<file path="config.mk">
export PLATFORM = sky130hd
export DESIGN_NAME = obj_pal_lut
export DESIGN_NICKNAME = d
export VERILOG_FILES = /design/src/rtl/obj_config.svh /design/src/rtl/obj_pkg.sv /design/src/rtl/obj_pal_lut.sv
export SDC_FILE = /design/constraint.sdc
export NUM_CORES = 1
export LEC_CHECK = 0
export BUFFER_PORTS_ARGS = -buffer_cell sky130_fd_sc_hd__buf_4
export CAP_MARGIN = 20
export CORE_MARGIN = 2
export CORE_UTILIZATION = 45
export CTS_CLUSTER_SIZE = 25
export DETAILED_ROUTE_END_ITERATION = 16
export PLACE_DENSITY = 0.68
export SETUP_SLACK_MARGIN = 0.5
export SLEW_MARGIN = 10
export SYNTH_ARGS = -nofsm -noshare
export SYNTH_HDL_FRONTEND = slang
export SYNTH_SLANG_ARGS = --single-unit
</file>
<file path="constraint.sdc">
create_clock -name clk -period 3.1 [get_ports clk]
set_clock_uncertainty 0.05 [all_clocks]
set_input_delay 0.62 -clock clk [delete_from_list [all_inputs] [get_ports clk]]
set_output_delay 0.62 -clock clk [all_outputs]
set_load 0.005 [all_outputs]
</file>
<file path="src/rtl/obj_config.svh">
`ifndef OBJ_CONFIG_SVH
`define OBJ_CONFIG_SVH

// Object table size in entries, four bytes each
`define OBJ_ENTRIES 64

// Pixels between hdump and line-buffer address
`define OBJ_HOFFSET 6

// Line on which the CPU bank is copied into the frame table
`define OBJ_COPY_LINE 64

// Line on which the frame table halves swap
`define OBJ_FLIP_LINE 8

// Object height in lines
`define OBJ_HEIGHT 16

`endif

</file>
<file path="src/rtl/obj_pkg.sv">
package obj_pkg;

    typedef logic [8:0]  obj_code_t;
    typedef logic [7:0]  obj_xpos_t;
    typedef logic [3:0]  obj_pal_t;
    typedef logic [3:0]  obj_ysub_t;
    typedef logic [3:0]  obj_pix_t;
    typedef logic [13:0] obj_rom_addr_t;
    // Eight pixels, leftmost in the top nibble
    typedef logic [31:0] obj_rom_data_t;

    // One object as the scanner hands it to the drawer
    typedef struct packed {
        obj_code_t code;
        obj_xpos_t xpos;
        obj_pal_t  pal;
        logic      hflip;
        logic      vflip;
        obj_ysub_t ysub;
    } obj_entry_t;

    // Raw pixel from the drawer, before the palette
    typedef struct packed {
        logic      we;
        obj_xpos_t addr;
        obj_pal_t  pal;
        obj_pix_t  raw;
    } obj_pix_wr_t;

    // Coloured pixel into the line buffer
    typedef struct packed {
        logic      we;
        obj_xpos_t addr;
        obj_pix_t  color;
    } obj_buf_wr_t;

    typedef struct packed {
        logic       hinit;
        logic       lhbl;
        logic [7:0] vrender;
        logic [8:0] hdump;
    } obj_video_t;

    typedef enum logic [1:0] {SCAN_Y, SCAN_X, SCAN_ATTR, SCAN_CODE} scan_state_t;

    typedef enum logic [1:0] {DRAW_IDLE, DRAW_FETCH, DRAW_PIXELS} draw_state_t;

endpackage

</file>
<file path="src/rtl/obj_pal_lut.sv">
`timescale 1ns/1ps

module obj_pal_lut (
    input  logic                 clk,
    input  logic                 rst,
    input  logic [7:0]           prog_addr,
    input  obj_pkg::obj_pix_t    prog_data,
    input  logic                 prog_en,
    input  obj_pkg::obj_pix_wr_t pix_wr,
    output obj_pkg::obj_buf_wr_t buf_wr
);
    import obj_pkg::*;

    // Indexed by palette in the top nibble, raw pixel below
    obj_pix_t  lut [0:255];
    obj_pix_t  color;
    obj_pix_t  wr_color;
    obj_xpos_t wr_addr;
    logic      wr_we;

    assign color  = lut[{pix_wr.pal, pix_wr.raw}];
    assign buf_wr = '{we: wr_we, addr: wr_addr, color: wr_color};

    always_ff @(posedge clk) begin
        if (prog_en)
            lut[prog_addr] <= prog_data;
    end

    // Colour 0 is transparent, nothing gets written
    always_ff @(posedge clk or posedge rst) begin
        if (rst)
            wr_we <= 1'b0;
        else
            wr_we <= pix_wr.we && (color != '0);
    end

    always_ff @(posedge clk) begin
        wr_addr  <= pix_wr.addr;
        wr_color <= color;
    end

endmodule

</file>
# Word-level counts from Yosys, hierarchy flattened
# Memory sizes are Yosys's and may differ from the RTL's.
# Index checks and enable logic that the tools add are counted.
[op_classes]
reduce_logical = 2
n_mux = 2
[op_table]
columns = ["operator", "count"]
rows = [
  ["$reduce_bool A4 Y1", 1],
  ["$mux W1", 2],
  ["$logic_and A1 B1 Y1", 1],
]
[word_totals]
in_bits = 32
register_bits = 13
memories = 1
ramBits = 1024
output_inout_bits = 13
[memory_table]
columns = ["name", "words", "width", "rd", "rd_clocked_by_memory_dff", "wr", "line_no", "rtl"]
rows = [
  ["lut", 256, 4, 1, 0, 1, "obj_pal_lut.sv:15", "obj_pix_t lut [0:255];"],
]

# Longest topological paths before layout
# An unclocked memory read counts as a cell.
[depth]
word_depth = 3
mapped_depth = 12
depth_no_buf = 7

# Worst setup path after synthesis
# OpenSTA, ideal clock, no wires.
[synth_path]
path_type = "input to register"
from = "in pix_wr[1] (netlist bit)"
to = "reg wr_we"
cell_stages = 10
required_ns = 2.921
path_slack_ns = -0.284
n_path_buf = 5
arrival_time_ns = 3.205
cell_sequence = "buf_2 buf_2 buf_2 clkbuf_1 clkbuf_1 mux4_2 a22oi_1 nand3_1 a311o_1 o41a_1"
[synth_between]
elab_chain_cells = 3
[synth_lines]
columns = ["item", "line_no", "rtl"]
rows = [
  ["start, declared", "obj_pal_lut.sv:9", "input obj_pkg::obj_pix_wr_t pix_wr,"],
  ["$mem_v2 Z256 W4", "n/a", ""],
  ["via color[2]", "obj_pal_lut.sv:16", "obj_pix_t color;"],
  ["$reduce_bool A4 Y1", "obj_pal_lut.sv:34", "wr_we <= pix_wr.we && (color != '0);"],
  ["$logic_and A1 B1 Y1", "obj_pal_lut.sv:34", ""],
  ["end signal, assigned", "obj_pal_lut.sv:34", ""],
  ["end, declared", "obj_pal_lut.sv:19", "logic wr_we;"],
]
# The timed path passes the listed nets, and every way through them passes these cells.

# Final worst setup path
[layout_path]
from = "in pix_wr[0] (netlist bit)"
to = "reg wr_we"
# The elaborated chain is that of the path after synthesis.

==> results_dict.tcl <==
set metrics [dict create \
    status "completed" \
    synth.avg_cell_area_um2 20.1 \
    cp_slowest_cell "mux4_2" \
    ys_types 50 \
    crit_family "compound AO/OA/AOI/OAI gates" \
    routabilityCongestion 0.865 \
    crit_path_max_incr_delay_ns 0.54 \
    use_met3_pct 5.21 \
    grt-ovfl-total 0 \
    die-width_um 305 \
    rsz0062_at_grt "yes" \
    core-area_um2 90000 \
    most-common-layout-cells "1,024 x edfxtp_1, 284 x nor2_1, 258 x mux4_2" \
    pre_cts_ws_ns -0.566 \
    num_rows 110 \
    clock_path_buffers 3 \
    vias 21000 \
    synth_nets 2066 \
    crit_path_start_kind "input pin" \
    finalCoreUtilization_pct 53.0 \
    critPathCaptureType "flip-flop" \
    crit_buf_inv 4 \
    grt_pass1_wl_mm 143 \
    postSynthCellCount 2034 \
    critPathKind "in2reg" \
    drt-initial-drc-count 2624 \
    min_path_type "in2reg" \
    power_leakage_nw 15.0 \
    cap_violations 0 \
    synth_seq_area_share_pct 76.0 \
    drv_slew 0 \
    drive_gt1_share_pct 29.3 \
    vias_per_cell 5.92 \
    vdd_drop_max_uv 517 \
    die_area_um2 93100 \
    grtUsageMet1_pct 28.7 \
    worstMarginPinSlew_ns 0.736 \
    cts.sinks 1037 \
    antenna_found_initial 5 \
    tritoncts "done" \
    worst_ep_required_time_ns 3.60 \
    layout_min_cycle_time_ns 2.80 \
    yosysTopAreaCell "edfxtp_1" \
    critical_path.cell_chain "buf_16 -> buf_12 -> buf_12 -> mux4_2 -> a22oi_1 -> a31oi_1 -> nor3_1 -> buf_4 -> a31oi_2 -> a311o_1 -> o41a_1" \
    firstDrtPassIters 6 \
    slew_headroom_pct 50.9 \
    grt_max_degree 102 \
    placed_cells 3320 \
    synth_top_area_share_pct 75.4 \
    setup_viol 0 \
    ys_warn_count 0 \
    wire_per_inst_um 27.5 \
    synthFlopType "edfxtp_1" \
    track_usage_pct 20.9 \
    power_density_nw_per_um2 621 \
    clk_pin_slew_worst_paths_ns 0.06 \
    setup_ws_ns 0.299 \
    grt_util_met2_pct 33.4 \
    drc_errors 0 \
    synthTopCellsByArea "edfxtp_1 75%, mux4_2 14%, nor2_1 2.6%, mux2i_1 1.2%, clkbuf_1 0.73%" \
    die_h_um 305 \
    synth-async-reset-ratio_pct 0.0964 \
    netlist_area_um2 40800 \
    critPathMaxFanout 11 \
    period_share_pct 90.3 \
    wirelength_mm 97.4 \
    port_buffers 44 \
    initial_core_util_pct 45.3 \
    grt_pass1_vias 21500 \
    cp.arrival_ns 3.30 \
    syn2layout_area_growth_pct 16.8 \
    place_hpwl_mm 62.0 \
    h-tree-depth 3 \
    io_pins 45 \
    clk_latency_ns 0.70 \
    nFillCells 6844 \
    instances_no_fill 3539 \
    nets 2304 \
    root_buffer "clkbuf_16" \
    hold_viol_final 0 \
    fmax_mhz 357 \
    grt_busiest_layer "met2" \
    layout_commonest_cell "edfxtp_1" \
    synth_edf_count 1024 \
    synth_seq_cells 1037 \
    cp_common_cell "buf_12" \
    cts_made_buffers 103 \
    multi_input_area_um2 9200 \
    antenna_left 0 \
    power_w 0.0296 \
    regArea_um2 31000 \
]
cell type report:
class / instances / share of cell area, %
antenna: 1 / 0.00525
clock inverter: 73 / 1.52
tap: 1176 / 3.09
inverter: 2 / 0.0157
timing repair buffer: 264 / 5.34
multi-input combinational: 864 / 19.3
clock buffer: 122 / 5.66
sequential: 1037 / 65.1
registers in the layout, indices dropped and copies added (netlist names):
signal	count
lut	1024
wr_addr	8
wr_color	4
wr_we	1
worst paths after layout:
kind	from	to	slack [ns]	cells after the start
worst max-delay path	pix_wr[0]	wr_we	0.30	11
worst min-delay path	pix_wr[16]	wr_we	0.17	2
worst max register to register	lut[11][3]	wr_we	0.34	8
worst min register to register	lut[100][3]	wr_color[3]	1.06	5
max in group asynchronous	rst	wr_we	2.54	3
min in group asynchronous	rst	wr_we	0.32	3
cell usage after synthesis, drive strengths merged, types with 2 or more instances:
master,number
edfxtp,1024
nor2,286
mux4,258
clkbuf,79
buf,52
mux2i,50
nand2,37
nand3,36
a22oi,26
nor2b,21
nand4,14
dfxtp,12
mux2,11
nand3b,10
o221ai,10
a21oi,9
a31oi,9
nand2b,9
o21ai,9
o211ai,7
o22ai,6
a221oi,5
a211oi,4
a221o,4
a311o,4
and2,4
nor3,4
o21a,4
o32ai,4
a22o,3
and4,3
o32a,3
inv,2
o31a,2
o31ai,2
routing by layer:
metal | part of all wire [%] | wire length (um)
met5 | 0.010 | 10
met4 | 3.0 | 2920
met3 | 10 | 9790
met2 | 48 | 46800
met1 | 39 | 37900
kinds of logic after synthesis:
family / count (synthesis) / share of synthesized area (%)
compound gates: 115 / 2.12
buf+inv: 133 / 1.55
flops: 1037 / 76.0
mux: 319 / 15.8
simple gates: 430 / 4.56
per-stage QoR:
step	cell area (um2)	TNS (ns)	hold WS, ns
floorplan	41100	0	0.299
global placement	43900	-1.36	0.451
detailed placement	43900	-1.41	0.448
CTS	47600	0	0.141
global route	47700	0	0.150
finish	47700	0	0.175
timing repair:
action | in CTS | in global routing
endpoints found under the hold margin | 9 | 0
gates cloned | 2 | 0
gates resized for setup | 9 | 9
setup endpoints to repair | 4 | 4
buffers inserted | 6 | 6
pin swaps | 1 | 2
hold buffers | 9 | 0
worst register-to-register path, stage by stage, from the launching register on:
cell and delay (ns):
edfxtp_1 0.37, mux4_2 0.49, mux2_2 0.30, o211ai_1 0.19, buf_4 0.16, and4_1 0.21, a31oi_2 0.08, a311o_1 0.34
o41a_1 0.44
report_power, final:
group	switching [W]	internal (W)
registers	0.0000136	0.0154
logic	0.000945	0.000722
clock network	0.00534	0.00711
total	0.00630	0.0233
No activity file was read; power rests on OpenSTA's default activity.
