### src/rtl/obj_config.svh
`ifndef OBJ_CONFIG_SVH
`define OBJ_CONFIG_SVH

// Object table size in entries, four bytes each
`define OBJ_ENTRIES 64

// Pixels between hdump and line-buffer address
`define OBJ_HOFFSET 6

// Line on which the CPU bank is copied into the frame table
`define OBJ_COPY_LINE 64

// Line on which the frame table halves swap
`define OBJ_FLIP_LINE 8

// Object height in lines
`define OBJ_HEIGHT 16

`endif

### src/rtl/obj_pkg.sv
package obj_pkg;

    typedef logic [8:0]  obj_code_t;
    typedef logic [7:0]  obj_xpos_t;
    typedef logic [3:0]  obj_pal_t;
    typedef logic [3:0]  obj_ysub_t;
    typedef logic [3:0]  obj_pix_t;
    typedef logic [13:0] obj_rom_addr_t;
    // Eight pixels, leftmost in the top nibble
    typedef logic [31:0] obj_rom_data_t;

    // One object as the scanner hands it to the drawer
    typedef struct packed {
        obj_code_t code;
        obj_xpos_t xpos;
        obj_pal_t  pal;
        logic      hflip;
        logic      vflip;
        obj_ysub_t ysub;
    } obj_entry_t;

    // Raw pixel from the drawer, before the palette
    typedef struct packed {
        logic      we;
        obj_xpos_t addr;
        obj_pal_t  pal;
        obj_pix_t  raw;
    } obj_pix_wr_t;

    // Coloured pixel into the line buffer
    typedef struct packed {
        logic      we;
        obj_xpos_t addr;
        obj_pix_t  color;
    } obj_buf_wr_t;

    typedef struct packed {
        logic       hinit;
        logic       lhbl;
        logic [7:0] vrender;
        logic [8:0] hdump;
    } obj_video_t;

    typedef enum logic [1:0] {SCAN_Y, SCAN_X, SCAN_ATTR, SCAN_CODE} scan_state_t;

    typedef enum logic [1:0] {DRAW_IDLE, DRAW_FETCH, DRAW_PIXELS} draw_state_t;

endpackage

### src/rtl/obj_scan.sv
`timescale 1ns/1ps
`include "obj_config.svh"

module obj_scan (
    input  logic                clk,
    input  logic                rst,
    input  logic                scan_cen,
    input  obj_pkg::obj_video_t video,
    output logic [7:0]          rd_addr,
    input  logic [7:0]          rd_data,
    input  logic                busy,
    output obj_pkg::obj_entry_t entry,
    output logic                draw
);
    import obj_pkg::*;

    scan_state_t state;
    logic [5:0]  obj_cnt;
    logic        done;
    logic [7:0]  ydiff;
    logic        in_range;
    logic        last_obj;
    logic        step;

    // Byte within the entry follows the state
    assign rd_addr  = {obj_cnt, state};
    assign ydiff    = video.vrender - rd_data;
    assign in_range = ydiff < 8'(`OBJ_HEIGHT);
    assign last_obj = obj_cnt == 6'(`OBJ_ENTRIES - 1);
    assign step     = scan_cen && !done && !video.hinit;

    always_ff @(posedge clk or posedge rst) begin
        if (rst) begin
            state   <= SCAN_Y;
            obj_cnt <= '0;
            done    <= 1'b0;
            draw    <= 1'b0;
        end else begin
            draw <= 1'b0;
            if (video.hinit) begin
                state   <= SCAN_Y;
                obj_cnt <= '0;
                done    <= 1'b0;
            end else if (step) begin
                case (state)
                    SCAN_Y: begin
                        if (in_range) begin
                            state <= SCAN_X;
                        end else begin
                            obj_cnt <= obj_cnt + 6'd1;
                            done    <= last_obj;
                        end
                    end
                    SCAN_X:    state <= SCAN_ATTR;
                    SCAN_ATTR: state <= SCAN_CODE;
                    SCAN_CODE: begin
                        // Only this step waits for the drawer
                        if (!busy) begin
                            draw    <= 1'b1;
                            state   <= SCAN_Y;
                            obj_cnt <= obj_cnt + 6'd1;
                            done    <= last_obj;
                        end
                    end
                    default: state <= SCAN_Y;
                endcase
            end
        end
    end

    // Entry fields collected byte by byte
    always_ff @(posedge clk) begin
        if (step) begin
            case (state)
                SCAN_Y:    entry.ysub <= ydiff[3:0];
                SCAN_X:    entry.xpos <= rd_data;
                SCAN_ATTR: begin
                    entry.pal     <= rd_data[3:0];
                    entry.code[8] <= rd_data[5];
                    entry.hflip   <= rd_data[6];
                    entry.vflip   <= rd_data[7];
                end
                SCAN_CODE: if (!busy) entry.code[7:0] <= rd_data;
                default: ;
            endcase
        end
    end

endmodule

### config.mk
export PLATFORM = sky130hd
export DESIGN_NAME = obj_scan
export DESIGN_NICKNAME = d
export VERILOG_FILES = /design/src/rtl/obj_pkg.sv /design/src/rtl/obj_scan.sv
export VERILOG_INCLUDE_DIRS = /design/src /design/src/rtl
export SDC_FILE = /design/constraint.sdc
export NUM_CORES = 1
export LEC_CHECK = 0
export BUFFER_PORTS_ARGS = -buffer_cell sky130_fd_sc_hd__buf_2
export CELL_PAD_IN_SITES_DETAIL_PLACEMENT = 0
export CELL_PAD_IN_SITES_GLOBAL_PLACEMENT = 1
export CORE_MARGIN = 2
export CORE_UTILIZATION = 30
export CTS_CLUSTER_SIZE = 14
export DETAILED_ROUTE_END_ITERATION = 6
export GPL_ROUTABILITY_DRIVEN = 0
export GPL_TIMING_DRIVEN = 0
export PLACE_DENSITY_LB_ADDON = 0.1
export SKIP_LAST_GASP = 1
export SLEW_MARGIN = 20
export SYNTH_ARGS = -nofsm -noshare
export SYNTH_HDL_FRONTEND = slang
export SYNTH_SLANG_ARGS = --single-unit
### constraint.sdc
create_clock -name clk -period 2.04 [get_ports clk]
set_input_delay 0 -clock clk [delete_from_list [all_inputs] [get_ports clk]]
set_output_delay 0 -clock clk [all_outputs]
set_load 0.01 [all_outputs]
## After elaboration in Yosys (flattened, before gate mapping)

Index checks and enable logic that the tools add are counted.

| word-level totals | value |
|---|---|
| logic and storage cells | 54 |
| input bits | 31 |
| register bits | 37 |

| cells by class | value |
|---|---|
| $add $sub $neg | 2 |
| bitwise gates (word level) | 1 |
| reductions and logical operators | 13 |
| $lt $le $gt $ge | 1 |
| equal/unequal tests | 7 |
| multiplexer cells | 19 |

Operators by type and width:

| cell | count |
|---|---|
| $mux 6 | 4 |
| $pmux 6 s2 | 1 |
| $ne 3x3->1 const B | 3 |
| $lt 8x5->1 const B | 1 |
| $mux 1 | 8 |
| $mux 2 | 4 |
| $pmux 2 s4 | 1 |
| $sub 8x8->8 | 1 |
| $add 6x1->6 const B | 1 |
| $eq 6x6->1 const B | 1 |
| $reduce_and 2->1 | 3 |
| $reduce_and 3->1 | 2 |
| $eq 2x2->1 const B | 2 |
| $reduce_and 4->1 | 1 |
| $reduce_bool 3->1 | 1 |
| $eq 2x1->1 const B | 1 |
| $logic_and 1x1->1 | 2 |
| $logic_not 1->1 | 2 |
| $logic_not 2->1 | 1 |
| $pmux 1 s2 | 1 |
| $reduce_bool 2->1 | 1 |
| $not 1->1 | 1 |

## Logic depth before layout (Yosys ltp)

| logic depth | value |
|---|---|
| depth after elaboration | 6 |
| gate-level depth with buffers | 10 |

## Worst setup path before layout

No wires, ideal clock.

| path | value |
|---|---|
| kind | in2reg |
| start | input port video[9] in the netlist's numbering |
| end | register done |
| data arrival time | 2.107 ns |
| setup time | 0.128 ns |
| path buffers | 0 |
| stages on the path | 10 |
| path slack | -0.194 ns |
| path through | inv_1 ha_1 fa_1 nand2b_2 a21oi_2 o221ai_2 o311a_2 nor4_4 a21boi_2 mux2_1 |

| between the ends | value |
|---|---|
| cells in the longest elaborated chain, start to end | 4 |

RTL lines:

| what | line | RTL |
|---|---|---|
| start: declaration | obj_scan.sv:8 | `input obj_pkg::obj_video_t video,` |
| $sub 8x8->8 | obj_scan.sv:27 | `assign ydiff = video.vrender - rd_data;` |
| $lt 8x5->1 | obj_scan.sv:28 | `` assign in_range = ydiff < 8'(`OBJ_HEIGHT); `` |
| $ne 3x3->1 (no line) | - |  |
| $reduce_and 4->1 (no line) | - |  |
| end signal: assignment | obj_scan.sv:51 | `done <= last_obj;` |
| end signal: assignment | obj_scan.sv:62 | `done <= last_obj;` |
| end: declaration | obj_scan.sv:19 | `logic done;` |

Every way passes these cells.
A chain may end at the register's enable or synchronous reset.

## Worst setup path in the final report

| path | value |
|---|---|
| start | input port video[9] in the netlist's numbering |
| end | register obj_cnt[5] |

| between the ends | value |
|---|---|
| cells in the longest elaborated chain, start to end | 4 |

RTL lines:

| what | line | RTL |
|---|---|---|
| $sub 8x8->8 | obj_scan.sv:27 |  |
| $lt 8x5->1 | obj_scan.sv:28 |  |
| $ne 3x3->1 (no line) | - |  |
| $reduce_and 4->1 (no line) | - |  |
| end signal: assignment | obj_scan.sv:50 | `obj_cnt <= obj_cnt + 6'd1;` |
| end signal: assignment | obj_scan.sv:61 | `obj_cnt <= obj_cnt + 6'd1;` |
| end: declaration | obj_scan.sv:18 | `logic [5:0] obj_cnt;` |

Every way passes these cells.

==> summary.md <==
| Metric | Value |
|---|---|
| Clk sinks | `37` |
| Final #Nets | `266` |
| Final Critical Period | `1.93 ns` |
| Critical Path AT | `2.11 ns` |
| Initial Util | `31.4%` |
| Register area share after synthesis | `56.8%` |
| Asr flop ratio synth | `27.0%` |
| Hold slack | `0.0404 ns` |
| Syn avg cell area | `13.0 um^2` |
| Largest net degree at the start of global routing | `14` |
| DR WL/cell | `14.2 um` |
| Fin crit share | `94.6%` |
| Syn. warnings | `0` |
| Met2 Usage GRT | `20.6%` |
| Leakage power | `1.14 nW` |
| Die W | `82.9 um` |
| Post-synth cell types | `41` |
| Io pins | `67` |
| Worst rel slew slack | `55.6%` |
| GRT Util Overall | `12.8%` |
| Grt met1 use | `16.4%` |
| Slowest CP cell | `fa_2` |
| Top Usage Layer GRT | `met2` |
| Die area | `6880 um^2` |
| Met3 Use GR | `3.58%` |
| DP Area | `2270 um^2` |
| GRT overflow | `0` |
| Core ar. | `5960 um^2` |
| HPWL after detailed placement | `3.31 mm` |
| Synth Instances | `144` |
| Most frequent cells in the layout | `56 x buf_2, 27 x edfxtp_1, 15 x inv_1` |
| Clock-pin slew on the worst setup and hold paths | `0.08 ns` |
| Post-Route Skew | `0.00339 ns` |
| Critical Path RT | `2.22 ns` |
| R2r startpoint | `state[1]$_DFFE_PP0P_` |
| Syn-to-layout area delta | `35.5%` |
| Num CTS Buffers | `5` |
| Setup_tns | `0 ns` |
| Vias in the first global route | `1426` |
| Pre-CTS setup slack | `-0.358 ns` |
| Post-synth top flop | `edfxtp_1` |
| Skew-Pair Late Insertion Delay | `0.29 ns` |
| Drt first-iter violations | `67` |
| Category of the most critical setup path | `primary input to flip-flop` |
| RSZ-0062 raised after global routing | `false` |
| Most common cell after layout, fill and taps aside | `buf_2` |
| Rows | `28` |
| Residual DRC | `0` |
| CP startpoint | `video[9]` |
| Pwr/cell area | `682 nW/um^2` |
| Ant diodes | `0` |
| Vias | `1379` |
| Final setup violation count | `0` |
| Least-Margin Pin Slew | `0.661 ns` |
| Post-synthesis net count | `188` |
| Die Ht | `82.9 um` |
| Worst-path fanout max | `6` |
| Number of synthesized flops with an enable pin | `27` |
| Post-DR vias/cell | `4.63` |
| Final Hold Viols | `0` |
| Max Clock Freq | `0.518 GHz` |
| CTS tree | `done` |
| Number of routed nets with antenna violations | `0` |
| Number of max-cap violations | `0` |
| Worst vdd ir | `308 uV` |
| Flops & latches, synth | `37` |
| Mapped Area | `1870 um^2` |
| Final Instance Area | `2530 um^2` |
| Port Buffer Count | `55` |
| Share of cells above drive strength 1 | `42.2%` |
| Final wirelength | `4.24 mm` |
| HP Start | `video[18]` |
| Worst min-delay path category | `primary input to flip-flop` |
| Pre-antenna DRT Iters | `4` |
| Crit-path max cell delay | `0.39 ns` |
| Max-slew violations | `0` |
| CP Cell Sequence | `buf_2, inv_1, ha_4, fa_2, nand2b_4, a21oi_4, buf_4, a21oi_2, nor4_4, buf_6, a21oi_1, mux2_1` |
| Initial antenna violation count | `0` |
| Status | `complete, no violations` |
| Root buffer cell | `clkbuf_8` |
| H-Tree Depth | `2` |
| CP Launch Type | `primary input` |
| Final setup margin | `0.110 ns` |
| CTS max path bufs | `2` |
| Global-route wire length before repair | `7.02 mm` |
| CP Capture Type | `flip-flop` |
-- cell families (layout without fill, tap and decap cells) --
| logic type | after synthesis | count (layout) | synth area share, % |
|---|---|---|---|
| compound gates | 24 | 24 | 9.64 |
| xor+xnor | 4 | 4 | 1.87 |
| fa+ha+maj | 13 | 13 | 9.10 |
| buf+inv | 17 | 96 | 4.22 |
| flops | 37 | 37 | 56.8 |
| mux | 8 | 8 | 4.75 |
| simple gates | 41 | 41 | 13.7 |
-- critical path, delay by kind of cell --
| family | cells | cell delay, ns |
|---|---|---|
| AO/OA/AOI/OAI | 3 | 0.31 |
| buffers and inverters | 4 | 0.42 |
| AND/OR/NAND/NOR | 2 | 0.46 |
| adder cells (fa/ha/maj) | 2 | 0.56 |
| multiplexers | 1 | 0.34 |
-- layer usage --
| layer | share of wire [%] | routed length [um] |
|---|---|---|
| met1 | 46 | 1950 |
| met2 | 48 | 2030 |
| met3 | 4.7 | 198 |
| met4 | 1.4 | 58 |
| met5 | 0 | 0 |
-- state kept, by name, indices dropped and copies added (netlist names) --
name / count
state: 2
obj_cnt: 6
done: 1
entry: 27
draw: 1
-- where the power goes --
part	switching [mW]	internal, mW
clock network	0.271	0.242
logic	0.186	0.163
registers	0.0248	0.842
total	0.481	1.25
-- through the flow --
step	std cells	total power, mW	util (%)
final	298	1.73	42.5
after global routing	298	1.84	42.5
after CTS	294	1.73	41.4
after detailed placement	275	1.20	38.1
after global placement	274	1.18	37.9
after floorplan	144	1.09	-
-- worst paths after layout --
kind                                           to  slack [ns]  cells after the start
min in group asynchronous  obj_cnt[5]$_DFFE_PP0P_        0.23                      3
min                          state[1]$_DFFE_PP0P_        0.04                      3
min reg2reg                      done$_DFFE_PP0P_        0.48                      1
max reg2reg                obj_cnt[3]$_DFFE_PP0P_        0.13                      7
max in group asynchronous  obj_cnt[3]$_DFFE_PP0P_        1.52                      3
max                        obj_cnt[5]$_DFFE_PP0P_        0.11                     12
-- synth_stat cells (2+ instances only) --
cell / number / area [um^2]
edfxtp_1: 27 / 811
inv_1: 15 / 56.3
ha_1: 12 / 150
dfrtp_1: 10 / 250
nor2_1: 10 / 37.5
a21oi_1: 9 / 45.0
mux2_1: 7 / 78.8
nand2b_1: 5 / 31.3
a21oi_2: 3 / 26.3
and2_1: 3 / 18.8
nand2_1: 3 / 11.3
nor2b_1: 3 / 18.8
o21ai_1: 3 / 15.0
xnor2_1: 3 / 26.3
and2b_2: 2 / 17.5
buf_6: 2 / 22.5
nor2_2: 2 / 12.5
nor4b_1: 2 / 17.5
-- area by class of cell --
type	count	area (um^2)
inverter	15	56.3
multi-input combinational	90	788
tap	75	93.8
clock buffer	5	68.8
buffer	2	22.5
timing repair buffer	71	422
fill	597	3420
clock inverter	3	21.3
sequential	37	1060
-- timing repair --
| item | 4_1_cts | 5_1_grt |
|---|---|---|
| buffers inserted | 1 | 4 |
| setup endpoints to repair | 7 | 7 |
| hold buffers | 10 | 0 |
| pin swaps | 1 | 4 |
| endpoints found under the hold margin | 34 | 0 |
| resized for setup | 0 | 7 |
No activity file was read; power rests on OpenSTA's default activity.
