--- src/rtl/obj_config.svh ---
`ifndef OBJ_CONFIG_SVH
`define OBJ_CONFIG_SVH

// Object table size in entries, four bytes each
`define OBJ_ENTRIES 64

// Pixels between hdump and line-buffer address
`define OBJ_HOFFSET 6

// Line on which the CPU bank is copied into the frame table
`define OBJ_COPY_LINE 64

// Line on which the frame table halves swap
`define OBJ_FLIP_LINE 8

// Object height in lines
`define OBJ_HEIGHT 16

`endif

--- src/rtl/obj_pkg.sv ---
package obj_pkg;

    typedef logic [8:0]  obj_code_t;
    typedef logic [7:0]  obj_xpos_t;
    typedef logic [3:0]  obj_pal_t;
    typedef logic [3:0]  obj_ysub_t;
    typedef logic [3:0]  obj_pix_t;
    typedef logic [13:0] obj_rom_addr_t;
    // Eight pixels, leftmost in the top nibble
    typedef logic [31:0] obj_rom_data_t;

    // One object as the scanner hands it to the drawer
    typedef struct packed {
        obj_code_t code;
        obj_xpos_t xpos;
        obj_pal_t  pal;
        logic      hflip;
        logic      vflip;
        obj_ysub_t ysub;
    } obj_entry_t;

    // Raw pixel from the drawer, before the palette
    typedef struct packed {
        logic      we;
        obj_xpos_t addr;
        obj_pal_t  pal;
        obj_pix_t  raw;
    } obj_pix_wr_t;

    // Coloured pixel into the line buffer
    typedef struct packed {
        logic      we;
        obj_xpos_t addr;
        obj_pix_t  color;
    } obj_buf_wr_t;

    typedef struct packed {
        logic       hinit;
        logic       lhbl;
        logic [7:0] vrender;
        logic [8:0] hdump;
    } obj_video_t;

    typedef enum logic [1:0] {SCAN_Y, SCAN_X, SCAN_ATTR, SCAN_CODE} scan_state_t;

    typedef enum logic [1:0] {DRAW_IDLE, DRAW_FETCH, DRAW_PIXELS} draw_state_t;

endpackage

--- src/rtl/obj_draw.sv ---
`timescale 1ns/1ps

module obj_draw (
    input  logic                   clk,
    input  logic                   rst,
    input  logic                   draw,
    input  obj_pkg::obj_entry_t    entry,
    output logic                   busy,
    output logic                   rom_cs,
    output obj_pkg::obj_rom_addr_t rom_addr,
    input  obj_pkg::obj_rom_data_t rom_data,
    input  logic                   rom_ok,
    output obj_pkg::obj_pix_wr_t   pix_wr
);
    import obj_pkg::*;

    draw_state_t   state;
    obj_entry_t    cur;
    obj_rom_data_t pix_sr;
    obj_ysub_t     row;
    obj_xpos_t     xcur;
    obj_xpos_t     wr_addr;
    obj_pix_t      wr_raw;
    logic          wr_we;
    logic          half;
    logic [2:0]    pix_cnt;

    assign busy = state != DRAW_IDLE;
    assign row  = cur.vflip ? ~cur.ysub : cur.ysub;

    // hflip fetches the right half first
    assign rom_addr = {cur.code, row, half ^ cur.hflip};

    assign pix_wr = '{we: wr_we, addr: wr_addr, pal: cur.pal, raw: wr_raw};

    always_ff @(posedge clk or posedge rst) begin
        if (rst) begin
            state   <= DRAW_IDLE;
            rom_cs  <= 1'b0;
            half    <= 1'b0;
            pix_cnt <= '0;
            wr_we   <= 1'b0;
        end else begin
            wr_we <= 1'b0;
            case (state)
                DRAW_IDLE: begin
                    if (draw) begin
                        half   <= 1'b0;
                        rom_cs <= 1'b1;
                        state  <= DRAW_FETCH;
                    end
                end
                DRAW_FETCH: begin
                    // Address stays put until the ROM answers
                    if (rom_ok) begin
                        rom_cs  <= 1'b0;
                        pix_cnt <= '0;
                        state   <= DRAW_PIXELS;
                    end
                end
                DRAW_PIXELS: begin
                    wr_we   <= 1'b1;
                    pix_cnt <= pix_cnt + 3'd1;
                    if (&pix_cnt) begin
                        if (!half) begin
                            half   <= 1'b1;
                            rom_cs <= 1'b1;
                            state  <= DRAW_FETCH;
                        end else begin
                            state <= DRAW_IDLE;
                        end
                    end
                end
                default: state <= DRAW_IDLE;
            endcase
        end
    end

    // Pixel shifter, nibble order reversed for hflip
    always_ff @(posedge clk) begin
        if (state == DRAW_IDLE && draw) begin
            cur  <= entry;
            xcur <= entry.xpos;
        end
        if (state == DRAW_FETCH && rom_ok)
            pix_sr <= rom_data;
        if (state == DRAW_PIXELS) begin
            wr_addr <= xcur;
            wr_raw  <= cur.hflip ? pix_sr[3:0] : pix_sr[31:28];
            pix_sr  <= cur.hflip ? pix_sr >> 4 : pix_sr << 4;
            xcur    <= xcur + 8'd1;
        end
    end

endmodule

--- config.mk ---
export PLATFORM = sky130hd
export DESIGN_NAME = obj_draw
export DESIGN_NICKNAME = d
export VERILOG_FILES = /design/src/rtl/obj_config.svh /design/src/rtl/obj_pkg.sv /design/src/rtl/obj_draw.sv
export SDC_FILE = /design/constraint.sdc
export NUM_CORES = 1
export LEC_CHECK = 0
export ABC_AREA = 1
export BUFFER_PORTS_ARGS = -buffer_cell sky130_fd_sc_hd__buf_2
export CAP_MARGIN = 20
export CORE_UTILIZATION = 41
export CTS_BUF_LIST = sky130_fd_sc_hd__clkbuf_16
export CTS_CLUSTER_DIAMETER = 80
export CTS_CLUSTER_SIZE = 20
export DETAILED_ROUTE_END_ITERATION = 6
export GPL_TIMING_DRIVEN = 1
export PLACE_DENSITY = 0.76
export SLEW_MARGIN = 20
export SYNTH_ARGS = -nofsm -noshare
export SYNTH_HDL_FRONTEND = slang
export SYNTH_SLANG_ARGS = --single-unit
--- constraint.sdc ---
create_clock -name clk -period 5.31 [get_ports clk]
set_input_delay 0.2655 -clock clk [delete_from_list [all_inputs] [get_ports clk]]
set_output_delay 0.2655 -clock clk [all_outputs]
set_load 0.01 [all_outputs]
== Word-level counts from Yosys, hierarchy flattened ==
Index checks and enable logic that the tools add are counted.

* Register bits after elaboration: 79
* Bits of input ports: 63
* Output and inout port bits: 33

* Add/subtract/negate cells: 2
* Eq/ne operators: 6
* Mux-type cells: 23
* Bitwise logic cells: 2
* Reduce and logical (&&, ||, !) cells: 14

{| class="wikitable"
|+ Operator list
! kind !! count
|-
| 32-bit 2-to-1 mux || 3
|-
| 8-bit 2-to-1 mux || 2
|-
| 2-bit nonzero test || 5
|-
| 3-bit AND reduction || 3
|-
| 8-bit by 1-bit adder with 8-bit output, second input constant || 1
|-
| 1-bit 2-to-1 mux || 8
|-
| 4-bit 2-to-1 mux || 2
|-
| 2-bit inequality test, second input constant || 4
|-
| 2-bit 2-to-1 mux || 3
|-
| 2-bit case mux with 3 select lines || 1
|-
| 3-bit case mux with 2 select lines || 1
|-
| 5-bit AND reduction || 1
|-
| 4-bit NOT || 1
|-
| 3-bit by 1-bit adder with 3-bit output, second input constant || 1
|-
| 3-bit 2-to-1 mux || 1
|-
| 1-bit case mux with 3 select lines || 1
|-
| 3-bit nonzero test || 1
|-
| 2-bit by 1-bit equality test with 1-bit output, second input constant || 1
|-
| 2-bit equality test, second input constant || 1
|-
| 1-bit logical AND || 2
|-
| 2-bit zero test || 1
|-
| 1-bit case mux with 2 select lines || 1
|-
| 2-bit AND reduction || 1
|-
| 1-bit XOR || 1
|}

== Logic depth before layout (Yosys ltp) ==
* Depth after elaboration: 4
* Gate-level depth with buffers: 7
* Mapped depth without buffers: 7

== Least setup slack after synthesis ==
No wires, ideal clock.

* Path kind: register -> register
* Start point: register state[1]
* End point: register cur[0] (netlist bit) (enable)
* Arrival: 1.444 ns
* Path slack: 3.470 ns
* Cell stages (with the launch flop): 4
* Buffers on the path: 0
* Clock period less this slack: 1.840 ns
* Path through: dfrtp_1 > inv_1 > nand2_1 > nor2_1

* Cells in the longest elaborated chain, start to end: 2

{| class="wikitable"
|+ Ends and longest elaborated chain
! element !! line !! RTL
|-
| start: declaration || obj_draw.sv:17 || <nowiki>draw_state_t state;</nowiki>
|-
| start signal: assignment || obj_draw.sv:38 || <nowiki>state <= DRAW_IDLE;</nowiki>
|-
| start signal: assignment || obj_draw.sv:50 || <nowiki>state <= DRAW_FETCH;</nowiki>
|-
| start signal: assignment || obj_draw.sv:58 || <nowiki>state <= DRAW_PIXELS;</nowiki>
|-
| 2-bit zero test || obj_draw.sv:81 || <nowiki>if (state == DRAW_IDLE && draw) begin</nowiki>
|-
| 1-bit logical AND || obj_draw.sv:81 ||
|-
| end signal: assignment || obj_draw.sv:82 || <nowiki>cur <= entry;</nowiki>
|-
| end: declaration || obj_draw.sv:18 || <nowiki>obj_entry_t cur;</nowiki>
|}

No other way between the ends.
A chain may end at the register's enable or synchronous reset.

== Worst setup path after layout ==
* Start point: register state[0]
* End point: register pix_sr[2] (enable)

* Cells in the longest elaborated chain, start to end: 3
* Elaborated cells between the ends (all ways): 4
* Classes of those cells: 2 x eq/ne; 2 x reduce/logical

{| class="wikitable"
|+ Ends and longest elaborated chain
! element !! line !! RTL
|-
| 2-bit by 1-bit equality test with 1-bit output || obj_draw.sv:85 || <nowiki>if (state == DRAW_FETCH && rom_ok)</nowiki>
|-
| 1-bit logical AND || obj_draw.sv:85 ||
|-
| 2-bit nonzero test (no source line) (*) || n/a ||
|-
| end signal: assignment || obj_draw.sv:86 || <nowiki>pix_sr <= rom_data;</nowiki>
|-
| end signal: assignment || obj_draw.sv:90 || <nowiki>pix_sr <= cur.hflip ? pix_sr >> 4 : pix_sr << 4;</nowiki>
|-
| end: declaration || obj_draw.sv:19 || <nowiki>obj_rom_data_t pix_sr;</nowiki>
|}

Mark *: on every way between the ends. The rest lies on a longest branch, timed or not.

==> flow_metrics.env <==
export IMPL_cts_tree="built"
export IMPL_die_w_um=95.23
export IMPL_cts_sinks=79
export IMPL_synth_warnings=0
export IMPL_final_period_utilization=0.4590
export IMPL_ys_top_cells_by_area="edfxtp_1 60%, nand2_1 9.3%, a21oi_1 7.0%"
export IMPL_num_nets_final=480
export IMPL_grt_overflow_total=0
export IMPL_cts_max_level=3
export IMPL_ant_nets=0
export IMPL_avgRoutedWirePerCell_um=13.77
export IMPL_path_buf_inv=2
export IMPL_setup_viol=0
export IMPL_tns_ns=0
export IMPL_synth_top_area_frac=0.5983
export IMPL_n_fill_cell=735
export IMPL_r2r_start="state[0]$_DFFE_PP0P_"
export IMPL_dp_hpwl_mm=4.945
export IMPL_diodes=0
export IMPL_grt_pass1_vias=2440
export IMPL_fin_ws_ns=2.873
export IMPL_ir_worst_vdd_mv=0.2067
export IMPL_cpMaxStageDelayCell="nand2_1"
export IMPL_cap_violations=0
export IMPL_drive_gt1_frac=0.2775
export IMPL_rsz0062_at_grt="no"
export IMPL_dieArea_um2=9068
export IMPL_status="finished, final reports clean"
export IMPL_cts_setup_buffers=0
export IMPL_stdcell_count=523
export IMPL_drt_total_wl_mm=7.200
export IMPL_cts_made_buffers=9
export IMPL_clock_latency_ns=0.33
export IMPL_netlist_cell_type_count=20
export IMPL_antenna_found_initial=0
export IMPL_cp_top_family="simple AND/OR/NAND/NOR gates"
export IMPL_path_max_fanout=57
export IMPL_worstSetupStartpointType="flip-flop"
export IMPL_period_needed_ns=2.437
export IMPL_synth_top_area_cell="edfxtp_1"
export IMPL_rr_endpoint="pix_sr[2]$_DFFE_PP_"
export IMPL_cp_num_cells=4
export IMPL_gp_congestion=0.8534
export IMPL_cp_slowest_stage_delay_ns=0.67
export IMPL_max_freq_mhz=410.3
export IMPL_worstSetupEndpointType="flip-flop"
export IMPL_core_area_um2=8299
export IMPL_placed_cells=505
export IMPL_p_leak_nw=1.881
export IMPL_endpoint="pix_sr[2]$_DFFE_PP_"
export IMPL_drtIter0Drc=171
export IMPL_post_cts_resize_count=0
export IMPL_vias=2572
export IMPL_syn_nets=400
export IMPL_r2r_cells=4
export IMPL_clock_skew_ns=0.009771
export IMPL_grt_usage=0.1649
export IMPL_die_y_um=95.23
export IMPL_synth_area_um2=3563
export IMPL_cts_max_path_buffers=2
export IMPL_final_core_util=0.5197
export IMPL_worstPathArrival_ns=2.44
export IMPL_crit_start="state[0]$_DFFE_PP0P_"
export IMPL_synthCells=333
export IMPL_area_growth_pct=21.03
export IMPL_grt_max_degree=58
export IMPL_pre_cts_slack_ns=2.882
export IMPL_row_count=33
export IMPL_vias_per_cell=4.918
export IMPL_worst_pin_slew_ns=0.9979
export IMPL_yosysSeqAreaShare=0.6545
export IMPL_clock_root_buffer="clkbuf_16"
export IMPL_syn_avg_cell_area_um2=10.70
export IMPL_path_clk_slew_ns=0.06
export IMPL_initial_utilization=0.4294
export IMPL_cp_data_required_time_ns=5.31
export IMPL_port_buffers=95
export IMPL_maxSlewViolCount=0
export IMPL_powerDensity_nw_per_um2=553.1
export IMPL_hold_path_class="in2reg"
export IMPL_ff2ff_setup_slack_ns=2.87
export IMPL_final_hold_violation_count=0
export IMPL_relSlewSlack=0.3324
export IMPL_dr_pass1_iters=4
export IMPL_io_pins=96
export IMPL_totalPowerFinal_mw=2.386
export IMPL_crit_type="reg2reg"
export IMPL_grt_pass1_wl_mm=11.11
export IMPL_synth_seq_cells=79
export IMPL_drc=0
export IMPL_cp_cell_sequence="inv_2 -> nand2_2 -> nand2_1 -> buf_4"
==> sequential cells by signal (all words and copies together), names as in the netlist <==
| register | count |
|---|---|
| pix_sr | 32 |
| rom_addr | 9 |
| wr_addr | 8 |
| xcur | 8 |
| cur | 6 |
| pix_wr | 4 |
| wr_raw | 4 |
| pix_cnt | 3 |
| state | 2 |
| half | 1 |
| rom_cs | 1 |
| wr_we | 1 |
==> logic make-up after synthesis <==
logic type,count (synthesis),share of synthesized area
XOR/XNOR,6,0.01475
AO/OA/AOI/OAI,65,0.09340
buffers and inverters,45,0.07549
flip-flops,79,0.6545
adder cells (fa/ha/maj),4,0.01405
AND/OR/NAND/NOR,134,0.1478
==> power by group <==
part	internal (mW)	switching (mW)
combinational	0.206	0.425
clock	0.408	0.236
sequential	0.990	0.121
==> final cells by class <==
| cell class | count | area [um2] | area share |
|---|---|---|---|
| clock buffer | 9 | 225.2 | 0.05222 |
| multi-input combinational | 209 | 962.2 | 0.2231 |
| inverter | 15 | 56.30 | 0.01305 |
| clock inverter | 7 | 90.09 | 0.02089 |
| tap | 105 | 131.4 | 0.03046 |
| timing repair buffer | 99 | 515.5 | 0.1195 |
| sequential | 79 | 2332 | 0.5408 |
==> cells in the final DEF (no fill, tap or decap), types with 3 or more instances in the layout <==
cell type,n
inv_2,3
ha_1,4
dfrtp_1,8
a21oi_1,50
xor2_1,6
clkbuf_16,9
edfxtp_1,71
clkinvlp_4,3
nor2_1,30
buf_2,95
inv_1,13
o21ai_1,11
nand2_1,88
nand3_1,13
==> stage by stage <==
step | cell area, um2 | hold slack [ns]
global placement | 3973 | 0.2232
CTS | 4298 | 0.1006
finish | 4313 | 0.1101
global route | 4313 | 0.09823
detailed placement | 3973 | 0.2248
floorplan | 3563 | 0.08116
==> cell usage after synthesis <==
cell type / instances
a21o_1: 1
a21oi_1: 50
buf_2: 8
buf_4: 20
buf_6: 2
dfrtp_1: 8
edfxtp_1: 71
ha_1: 4
inv_1: 12
inv_2: 3
nand2_1: 88
nand2_2: 1
nand3_1: 13
nand4_1: 2
nor2_1: 30
o21ai_0: 1
o21ai_1: 11
o21bai_1: 1
o31ai_1: 1
xor2_1: 6
==> worst min-delay path by stage <==
| stage | start | to | slack, ns | depth (start not counted) |
|---|---|---|---|---|
| final | entry[1] | cur[1]$_DFFE_PP_ | 0.11 | 1 |
| after global routing | entry[4] | cur[4]$_DFFE_PP_ | 0.1 | 1 |
| after CTS | entry[1] | cur[1]$_DFFE_PP_ | 0.10 | 1 |
| after detailed placement | rst | rom_cs$_DFFE_PP0P_ | 0.22 | 2 |
| after global placement | rst | wr_we$_DFF_PP0_ | 0.22 | 2 |
| after floorplan | rst | half$_DFFE_PP0P_ | 0.08 | 1 |
==> repair_timing <==
action                                  CTS  global route
hold buffers                              1             0
hold endpoints to repair                  8             0
endpoints found under the setup margin    0             0
==> routing by layer <==
layer  GRT usage  share of wire  vias up
met2      0.2565           0.47       93
met5           0              0        -
met4     0.08712          0.023        0
li1            -              -     1284
met1      0.2123           0.44     1179
met3     0.04067          0.062       16
(Power assumes the default switching activity.)
